--- config.mk ---
export PLATFORM = sky130hd
export DESIGN_NAME = viterbi_core
export DESIGN_NICKNAME = d
export VERILOG_FILES = /design/src/hdl/viterbi_pkg.sv /design/src/hdl/viterbi_core.sv /design/src/hdl/survivor_select.sv /design/src/hdl/state_unit.sv /design/src/hdl/branch_unit.sv /design/src/hdl/expectation_table.sv
export SDC_FILE = /design/constraint.sdc
export NUM_CORES = 2
export LEC_CHECK = 0
export ABC_AREA = 1
export BUFFER_PORTS_ARGS = -buffer_cell sky130_fd_sc_hd__buf_2
export CAP_MARGIN = 20
export CORE_ASPECT_RATIO = 1.25
export CORE_MARGIN = 2
export CORE_UTILIZATION = 50
export DETAILED_ROUTE_END_ITERATION = 8
export MAX_ROUTING_LAYER = met4
export PLACE_DENSITY = 0.65
export SLEW_MARGIN = 5
export SYNTH_ARGS = -nofsm -noshare
export SYNTH_HDL_FRONTEND = slang
export SYNTH_SLANG_ARGS = --single-unit
--- constraint.sdc ---
create_clock -name clk -period 15.81 [get_ports clk]
set_clock_uncertainty 0.2 [all_clocks]
set_input_delay 1.581 -clock clk [delete_from_list [all_inputs] [get_ports clk]]
set_output_delay 1.581 -clock clk [all_outputs]
set_load 0.01 [all_outputs]
--- src/hdl/viterbi_pkg.sv ---
package viterbi_pkg;

    // trellis and datapath sizes.
    localparam int NUM_STATES   = 4;
    localparam int NUM_BRANCHES = 8;
    localparam int CHAN_TAPS    = 3;
    localparam int TAP_WIDTH    = 8;
    localparam int EXP_WIDTH    = 10;
    localparam int ENERGY_WIDTH = 16;
    localparam int H_MAX        = 16;
    localparam int STATE_BITS   = $clog2(NUM_STATES);

    typedef logic signed [1:0] symbol_t;
    typedef logic [ENERGY_WIDTH-1:0] energy_t;
    typedef logic signed [EXP_WIDTH-1:0] expect_t;

    // bit 1 of a symbol is set for -1.
    localparam symbol_t SYM_POS = 2'sb01;
    localparam symbol_t SYM_NEG = 2'sb11;

    localparam energy_t ENERGY_MAX = '1;

    // far above any metric reached during the +1 preamble.
    localparam energy_t INIT_ENERGY = 16'h2000;

    // history[0] is the newest symbol.
    typedef struct packed {
        energy_t             energy;
        symbol_t [H_MAX-1:0] history;
    } state_rec_t;

    // a branch index is {source state, new symbol bit}.
    function automatic logic [1:0] branch_source(input int branch);
        return branch[2:1];
    endfunction

    function automatic symbol_t branch_symbol(input int branch);
        return branch[0] ? SYM_NEG : SYM_POS;
    endfunction

    // new symbol becomes the most recent, source msb moves down.
    function automatic logic [1:0] branch_dest(input int branch);
        return {branch[0], branch[2]};
    endfunction

endpackage
--- src/hdl/viterbi_core.sv ---
`timescale 1ns/1ps

module viterbi_core
    import viterbi_pkg::*;
#(
    parameter int B_WIDTH = 8,
    parameter int H_DEPTH = 8
) (
    input  logic                        clk,
    input  logic                        reset,
    input  logic signed [TAP_WIDTH-1:0] est_channel [CHAN_TAPS],
    input  logic                        update,
    input  logic signed [B_WIDTH-1:0]   sample,
    input  logic                        sample_valid,
    output symbol_t                     decision,
    output logic                        decision_valid
);

    expect_t    expected [NUM_BRANCHES];
    state_rec_t states [NUM_STATES];
    // incoming candidates per destination, slot 0 from the lower branch.
    state_rec_t cand [NUM_STATES][2];
    energy_t    min_energy;

    expectation_table expectation_table_inst (
        .clk(clk),
        .reset(reset),
        .est_channel(est_channel),
        .update(update),
        .expected(expected)
    );

    for (genvar b = 0; b < NUM_BRANCHES; b++) begin : gen_branch
        localparam int SRC  = int'(branch_source(b));
        localparam int DST  = int'(branch_dest(b));
        localparam int SLOT = SRC % 2;

        branch_unit #(
            .B_WIDTH(B_WIDTH)
        ) branch_unit_inst (
            .sample(sample),
            .expected(expected[b]),
            .symbol(branch_symbol(b)),
            .source(states[SRC]),
            .candidate(cand[DST][SLOT])
        );
    end

    for (genvar s = 0; s < NUM_STATES; s++) begin : gen_state
        // only state 0 starts cheap, matching the +1 preamble.
        state_unit #(
            .RESET_ENERGY(s == 0 ? energy_t'(0) : INIT_ENERGY)
        ) state_unit_inst (
            .clk(clk),
            .reset(reset),
            .sample_valid(sample_valid),
            .cand_a(cand[s][0]),
            .cand_b(cand[s][1]),
            .min_energy(min_energy),
            .state(states[s])
        );
    end

    survivor_select #(
        .H_DEPTH(H_DEPTH)
    ) survivor_select_inst (
        .clk(clk),
        .reset(reset),
        .sample_valid(sample_valid),
        .states(states),
        .min_energy(min_energy),
        .decision(decision),
        .decision_valid(decision_valid)
    );

endmodule

--- src/hdl/survivor_select.sv ---
`timescale 1ns/1ps

module survivor_select
    import viterbi_pkg::*;
#(
    parameter int H_DEPTH = 8
) (
    input  logic       clk,
    input  logic       reset,
    input  logic       sample_valid,
    input  state_rec_t states [NUM_STATES],
    output energy_t    min_energy,
    output symbol_t    decision,
    output logic       decision_valid
);

    localparam int COUNT_WIDTH = $clog2(H_MAX + 1);

    logic [STATE_BITS-1:0]  best;
    logic [COUNT_WIDTH-1:0] sample_count;
    logic                   warm;

    // lowest energy, lowest index on ties.
    always_comb begin
        best       = '0;
        min_energy = states[0].energy;
        for (int s = 1; s < NUM_STATES; s++) begin
            if (states[s].energy < min_energy) begin
                best       = STATE_BITS'(s);
                min_energy = states[s].energy;
            end
        end
    end

    // enough samples seen to fill the history.
    assign warm = (sample_count == COUNT_WIDTH'(H_DEPTH));

    always_ff @(posedge clk) begin
        if (reset) begin
            sample_count <= '0;
        end else if (sample_valid && !warm) begin
            sample_count <= sample_count + COUNT_WIDTH'(1);
        end
    end

    always_ff @(posedge clk) begin
        if (reset) begin
            decision       <= '0;
            decision_valid <= 1'b0;
        end else begin
            decision_valid <= sample_valid && warm;
            if (sample_valid) begin
                // oldest symbol of the best path.
                decision <= states[best].history[H_DEPTH-1];
            end
        end
    end

endmodule

--- src/hdl/state_unit.sv ---
`timescale 1ns/1ps

module state_unit
    import viterbi_pkg::*;
#(
    parameter energy_t RESET_ENERGY = INIT_ENERGY
) (
    input  logic       clk,
    input  logic       reset,
    input  logic       sample_valid,
    input  state_rec_t cand_a,
    input  state_rec_t cand_b,
    input  energy_t    min_energy,
    output state_rec_t state
);

    state_rec_t survivor;
    state_rec_t next_state;

    // add-compare-select, ties go to the lower branch in cand_a.
    always_comb begin
        if (cand_b.energy < cand_a.energy) begin
            survivor = cand_b;
        end else begin
            survivor = cand_a;
        end
    end

    // subtract the old minimum so metrics stay bounded.
    always_comb begin
        next_state.energy  = survivor.energy - min_energy;
        next_state.history = survivor.history;
    end

    always_ff @(posedge clk) begin
        if (reset) begin
            state.energy  <= RESET_ENERGY;
            state.history <= {H_MAX{SYM_POS}};
        end else if (sample_valid) begin
            state <= next_state;
        end
    end

endmodule

--- src/hdl/branch_unit.sv ---
`timescale 1ns/1ps

module branch_unit
    import viterbi_pkg::*;
#(
    parameter int B_WIDTH = 8
) (
    input  logic signed [B_WIDTH-1:0] sample,
    input  expect_t                   expected,
    input  symbol_t                   symbol,
    input  state_rec_t                source,
    output state_rec_t                candidate
);

    localparam int DIFF_WIDTH = (B_WIDTH > EXP_WIDTH ? B_WIDTH : EXP_WIDTH) + 1;
    localparam int SQ_WIDTH   = 2 * DIFF_WIDTH;

    logic signed [DIFF_WIDTH-1:0] diff;
    logic [DIFF_WIDTH-1:0]        mag;
    logic [SQ_WIDTH-1:0]          square;
    logic [SQ_WIDTH:0]            sum;

    assign diff   = DIFF_WIDTH'(sample) - DIFF_WIDTH'(expected);
    assign mag    = diff[DIFF_WIDTH-1] ? -diff : diff;
    assign square = mag * mag;
    assign sum    = (SQ_WIDTH + 1)'(source.energy) + (SQ_WIDTH + 1)'(square);

    always_comb begin
        // clamp at all ones.
        if (|sum[SQ_WIDTH:ENERGY_WIDTH]) begin
            candidate.energy = ENERGY_MAX;
        end else begin
            candidate.energy = sum[ENERGY_WIDTH-1:0];
        end
        candidate.history = {source.history[H_MAX-2:0], symbol};
    end

endmodule

--- src/hdl/expectation_table.sv ---
`timescale 1ns/1ps

module expectation_table
    import viterbi_pkg::*;
(
    input  logic                        clk,
    input  logic                        reset,
    input  logic signed [TAP_WIDTH-1:0] est_channel [CHAN_TAPS],
    input  logic                        update,
    output expect_t                     expected [NUM_BRANCHES]
);

    expect_t next_expected [NUM_BRANCHES];

    always_comb begin
        logic [CHAN_TAPS-1:0] neg;
        logic [1:0]           src;
        symbol_t              sym;
        expect_t              acc;
        for (int b = 0; b < NUM_BRANCHES; b++) begin
            src = branch_source(b);
            sym = branch_symbol(b);
            // tap 0 sees the new symbol, taps 1 and 2 the older ones.
            neg[0] = sym[1];
            neg[1] = src[1];
            neg[2] = src[0];
            acc = '0;
            for (int t = 0; t < CHAN_TAPS; t++) begin
                if (neg[t]) begin
                    acc = acc - expect_t'(est_channel[t]);
                end else begin
                    acc = acc + expect_t'(est_channel[t]);
                end
            end
            next_expected[b] = acc;
        end
    end

    always_ff @(posedge clk) begin
        if (reset) begin
            for (int b = 0; b < NUM_BRANCHES; b++) begin
                expected[b] <= '0;
            end
        end else if (update) begin
            expected <= next_expected;
        end
    end

endmodule

# --- Word level (Yosys, flattened, before mapping) ---
# Cells that the tools add are included.
word_totals:
  word_cells: 179
  reg_bits: 280
  output_inout_bits: 3
  inputBits: 36
classes:
  n_mul: 8
  n_reduce_logical: 11
  n_eq_ne: 1
  bitwise_logic: 1
  muxes: 29
  n_addsub: 42
  order_cmp: 8
ops:
  columns: ["cell", "count"]
  rows:
  - ["$mux 16", 13]
  - ["$mux 48", 4]
  - ["$add 16x22->23", 8]
  - ["$mul 11x11->22", 8]
  - ["$lt 16x16->1", 7]
  - ["$bmux 48 s2", 1]
  - ["$mux 11", 8]
  - ["$neg 11->11", 8]
  - ["$sub 8x10->11", 8]
  - ["$sub 16x16->16", 4]
  - ["$reduce_or 7->1", 8]
  - ["$add 9x8->10", 3]
  - ["$sub 9x8->10", 3]
  - ["$add 10x8->10", 2]
  - ["$sub 10x8->10", 2]
  - ["$add 8x8->9", 1]
  - ["$sub 1x8->9 const A", 1]
  - ["$sub 8x8->9", 1]
  - ["$add 5x1->5 const B", 1]
  - ["$eq 5x4->1 const B", 1]
  - ["$mux 2", 2]
  - ["$ge 3x3->1 const B", 1]
  - ["$not 2->3", 1]
  - ["$logic_and 1x1->1", 2]
  - ["other kinds (2)", 2]

# --- Logic depth before layout (Yosys ltp) ---
depth:
  ltp_word: 10
  mapped_depth: 83
  mapped_depth_nobuf: 82

# --- By module ---
# Synthesis repeated with hierarchy kept, for this count alone.
hier_totals:
  cells_unflattened: 9799
  area_unflattened_um2: 66839.1
modules_own_cells:
  columns: ["mod", "seq_area_each_um2", "instances", "area_per_inst_um2", "cells_each"]
  rows:
  - ["branch_unit at gen_branch[0].branch_unit_inst ...", 0.0, 5, 5461.5, 786]
  - ["branch_unit at gen_branch[6].branch_unit_inst ...", 0.0, 2, 5557.8, 804]
  - ["state_unit at gen_state[1].state_unit_inst ...", 960.9, 3, 3323.2, 505]
  - ["expectation_table", 1481.4, 1, 7622.3, 1108]
  - ["branch_unit at gen_branch[5].branch_unit_inst", 0.0, 1, 5425.2, 785]
  - ["state_unit at gen_state[0].state_unit_inst", 960.9, 1, 3343.2, 508]
  - ["survivor_select", 160.2, 1, 2048.2, 343]
  - ["viterbi_core", 0.0, 1, 7.5, 2]

# --- Worst setup path after synthesis ---
# OpenSTA, ideal clock, no wires.
synth_path:
  path_kind: "input-to-reg"
  startpoint: "in sample[0]"
  endpoint: "reg gen_state[2].state_unit_inst.state[47] in the netlist's numbering"
  t_arrival_ps: 12509
  stages: 70
  n_path_buf: 3
  setup_slack_ps: 2992
  required_time_ps: 15501
  setup_time_ps: 109
  cell_sequence: "inv_1 -> ha_1 -> inv_1 -> fa_1 -> nand3_1 -> nand3_1 -> nand3_1 -> nand2_1 -> nand2_1 -> nand2_1 -> nand2_1 -> clkbuf_1 -> o21ai_0 -> xor2_1 -> inv_1 -> nor2_1 -> fa_1 -> fa_1 -> (+34 left out) -> a21oi_1 -> o21bai_1 -> a21oi_1 -> o21bai_1 -> a21oi_1 -> o21bai_1 -> a31oi_1 -> or2_2 -> nand2_1 -> nand2_1 -> nand2_1 -> inv_1 -> nand3_1 -> nand2_1 -> nand2_1 -> nand3_1 -> nand2_1 -> inv_1"
synth_via:
  elab_chain_cells: 10
  elab_cells_between_ends: 17
  cone_classes: "add/sub: 7; mul: 2; order compare: 1; mux: 5; reduce/logical: 2"
synth_rtl:
  columns: ["element", "line", "rtl"]
  rows:
  - ["from (decl)", "viterbi_core.sv:13", "input logic signed [B_WIDTH-1:0] sample,"]
  - ["$sub 8x10->11", "branch_unit.sv:23", "assign diff = DIFF_WIDTH'(sample) - DIFF_WIDTH'(expected);"]
  - ["$neg 11->11", "branch_unit.sv:24", "assign mag = diff[DIFF_WIDTH-1] ? -diff : diff;"]
  - ["$mux 11", "branch_unit.sv:24", null]
  - ["$mul 11x11->22", "branch_unit.sv:25", "assign square = mag * mag;"]
  - ["$add 16x22->23", "branch_unit.sv:26", "assign sum = (SQ_WIDTH + 1)'(source.energy) + (SQ_WIDTH + 1)'(square);"]
  - ["$reduce_or 7->1", "branch_unit.sv:30", "if (|sum[SQ_WIDTH:ENERGY_WIDTH]) begin"]
  - ["$mux 16", "branch_unit.sv:30", null]
  - ["$lt 16x16->1", "state_unit.sv:22", "if (cand_b.energy < cand_a.energy) begin"]
  - ["$mux 48 *", "state_unit.sv:22", null]
  - ["$sub 16x16->16 *", "state_unit.sv:31", "next_state.energy = survivor.energy - min_energy;"]
  - ["to (signal assigned)", "state_unit.sv:40", "state <= next_state;"]
  - ["to (decl)", "state_unit.sv:14", "output state_rec_t state"]
# Mark *: on every way between the ends. The rest lies on a longest branch, timed or not.
# A chain may end at the register's enable or synchronous reset.

# --- Worst setup path after layout ---
# Same ends and word-level chain as after synthesis.

==> out/qor.csv <==
stage;metric;value;unit
global_route;Tot GR Track Use;0.286;
timing;Slew Limit Fails;0;
clocking;CTS Buf Count;17;
timing;setup TNS;0;ns
global_route;first-pass GRT wire length;230000;um
global_route;initial antenna violation count;1;
worst_hold_path;Hold WC Path Type;flip-flop to flip-flop;
outcome;outcome;finished, final reports clean;
clocking;hold buffers post-CTS;0;
global_route;total global routing overflow;0;
floorplan;Die ar.;105000;um^2
global_route;vias in the first global route;43300;
yosys;Netlist cell types;65;
drt;DR DRC count;0;
critical_path;start point of the critical path;sample[0];
layout;synth-to-layout area growth;4.74;%
placed_design;IO buf count;38;
yosys;Synth warnings;0;
critical_path;Critical Path End Type;flip-flop;
critical_path;slowest stage delay, CP;0.67;ns
timing;count of final hold-check violations;0;
timing;# setup viols final;0;
drt;antenna viol nets, final;0;
placed_design;Placed Cells;8290;
drt;WL final;145000;um
timing;Slew @ Worst Pin;1.18;ns
yosys;Top FF cell, synth;dfxtp_1;
drt;Pre-Repair DR Iteration Count;6;
timing;slew margin rel.;0.208;
floorplan;row cnt;131;
yosys;share of flip-flops with an asynchronous set or reset;0;
placed_design;post-DP HPWL;127000;um
floorplan;DIE WIDTH;290;um
clocking;CTS max path bufs;2;
clocking;CTS tree;yes;
critical_path;CP Class;input port to flip-flop;
worst_hold_path;critical hold path startpoint;expectation_table_inst.expected[59];
yosys;mapped cell area;51300;um^2
yosys;Synth top cells by count;inv_1, nand2_1, ha_1;
layout;# fillers;10100;
clocking;worst-skew pair later-pin latency;0.50;ns
timing;RSZ-0062 raised after global routing;false;
critical_path;reg2reg start;expectation_table_inst.expected[50];
floorplan;Core Region;102000;um^2
floorplan;die height;362;um
critical_path;most used cell along the critical path;nand2_1;
global_route;largest net degree at the start of global routing;106;
yosys;Post-Syn Instances;6958;
yosys;Synth area leader;fa_1;
timing;Min Hold Slack;0.270;ns
layout;share of post-route cells with drive strength above 1;0.0337;
yosys;Seq cells post-synth;171;
yosys;Yosys top cell area share;0.256;
layout;storage element area;3420;um^2
drt;initial DRC count;2390;
layout;non-filler cells, final;8324;
layout;multi-input logic area;41300;um^2
yosys;ranking of synthesized cells by area;fa_1, ha_1, inv_1, nand2_1, dfxtp_1;
run;Max Cap Viol;0;
timing;period utilization;0.932;
clocking;root buffer cell;clkbuf_16;
critical_path;worst-path maximum fanout;27;
timing;f_max;67.9;MHz
yosys;sequential area share after synthesis;0.0668;
drt;Via density;5.21;
placed_design;Placer Congestion;0.981;
clocking;CTS sink count;171;
yosys;most common cell in the netlist;inv_1;
critical_path;Worst Setup Start Kind;input port;
layout;nets@finish;8473;
drt;WL per Instance;17.4;um
critical_path;Data required, critical path;16.01;ns
critical_path;CP arrival;14.93;ns
timing;Period minus WS final;14.73;ns
critical_path;Slowest-stage cell, CP;xor2_1;
floorplan;# IOs;39;
yosys;syn avg cell area;7.37;um^2
floorplan;initial core utilization;0.504;
drt;vias post-DR;43400;
clocking;H-Tree Depth;4;
clocking;clock slew at reported path FFs;0.07;ns
yosys;Post-synth EDFFs;0;
final timing paths:
kind | end | slack [ns] | depth (start not counted)
setup reg to reg | gen_state[2].state_unit_inst.state[47] | 2.08 | 66
hold reg to reg | expectation_table_inst.expected[59] | 0.27 | 2
setup / recovery | gen_state[2].state_unit_inst.state[47] | 1.08 | 68
hold / removal | expectation_table_inst.expected[59] | 0.27 | 2
worst max-delay path: cells and delay by family:
family	cells	cell delay, ns
buf+inv	12	1.55
simple gates	25	3.24
fa+ha+maj	10	4.18
compound gates	19	3.49
xor+xnor	2	0.83
area by class of cell:
type | count | area share
flip-flops and latches | 171 | 0.0637
multi-input cells | 5066 | 0.770
well taps | 1330 | 0.0310
repair buffers | 79 | 0.00932
clock buffers | 17 | 0.00792
inverters | 1645 | 0.115
clock inverters | 15 | 0.00315
diodes | 1 | 0.0000466
cells by family after synthesis:
family	count (synthesis)	share of synthesized area
xor gates and xnor gates	370	0.0647
buffers and inverters	1767	0.131
DFF	171	0.0668
and+or+nand+nor	2078	0.167
adders and majority gates	1457	0.452
AOI/OAI and AO/OA	1113	0.119
other	2	0.000146
routing by layer:
layer	GRT usage	vias to the layer above	wire length [um]
met5	-	-	0
met4	0.126	0	7160
met3	0.0229	241	5580
met2	0.507	902	72900
met1	0.331	20600	59400
li1	-	21600	-
state kept, by name (all words and copies together), names as in the netlist:
| register | cells |
|---|---|
| survivor_select_inst.decision_valid | 1 |
| survivor_select_inst.decision | 2 |
| survivor_select_inst.sample_count | 5 |
| gen_state.state_unit_inst.state | 89 |
| expectation_table_inst.expected | 74 |
cell usage in the layout, fill, tap and decap left out, types with 6 or more instances in the layout:
master,n
nand3_1,188
dfxtp_1,171
nor3_1,42
o21bai_1,51
o31ai_1,15
nand4_1,42
conb_1,48
a31oi_1,15
a21oi_1,510
a21o_1,27
nor2_2,6
or2_2,36
xnor2_1,111
inv_1,1623
xor2_1,247
o211ai_1,19
clkbuf_16,17
nand2_1,1019
inv_8,6
a211oi_1,21
ha_1,801
fa_1,656
nor2_1,690
xor2_2,8
a21oi_2,7
nand3b_1,9
o21ai_0,365
nand2_2,14
buf_2,37
buf_4,42
o21ai_1,50
inv_2,16
through the flow:
| stage | util | worst slack [ns] | cell area (um^2) |
|---|---|---|---|
| after floorplan | - | 2.99 | 51400 |
| after global placement | 0.521 | 0.657 | 53100 |
| after detailed placement | 0.521 | 0.484 | 53100 |
| after CTS | 0.527 | 1.01 | 53700 |
| after global routing | 0.528 | 0.0420 | 53700 |
| final | 0.528 | 1.08 | 53700 |
timing repair:
| item | CTS | global route |
|---|---|---|
| endpoints found under the setup margin | 0 | 2 |
| setup buffers | 0 | 1 |
| resized for setup | 0 | 8 |
Power is left out: the tool's default activity adds up to more than one toggle a clock period on the data nets, which glitch-free logic cannot reach.
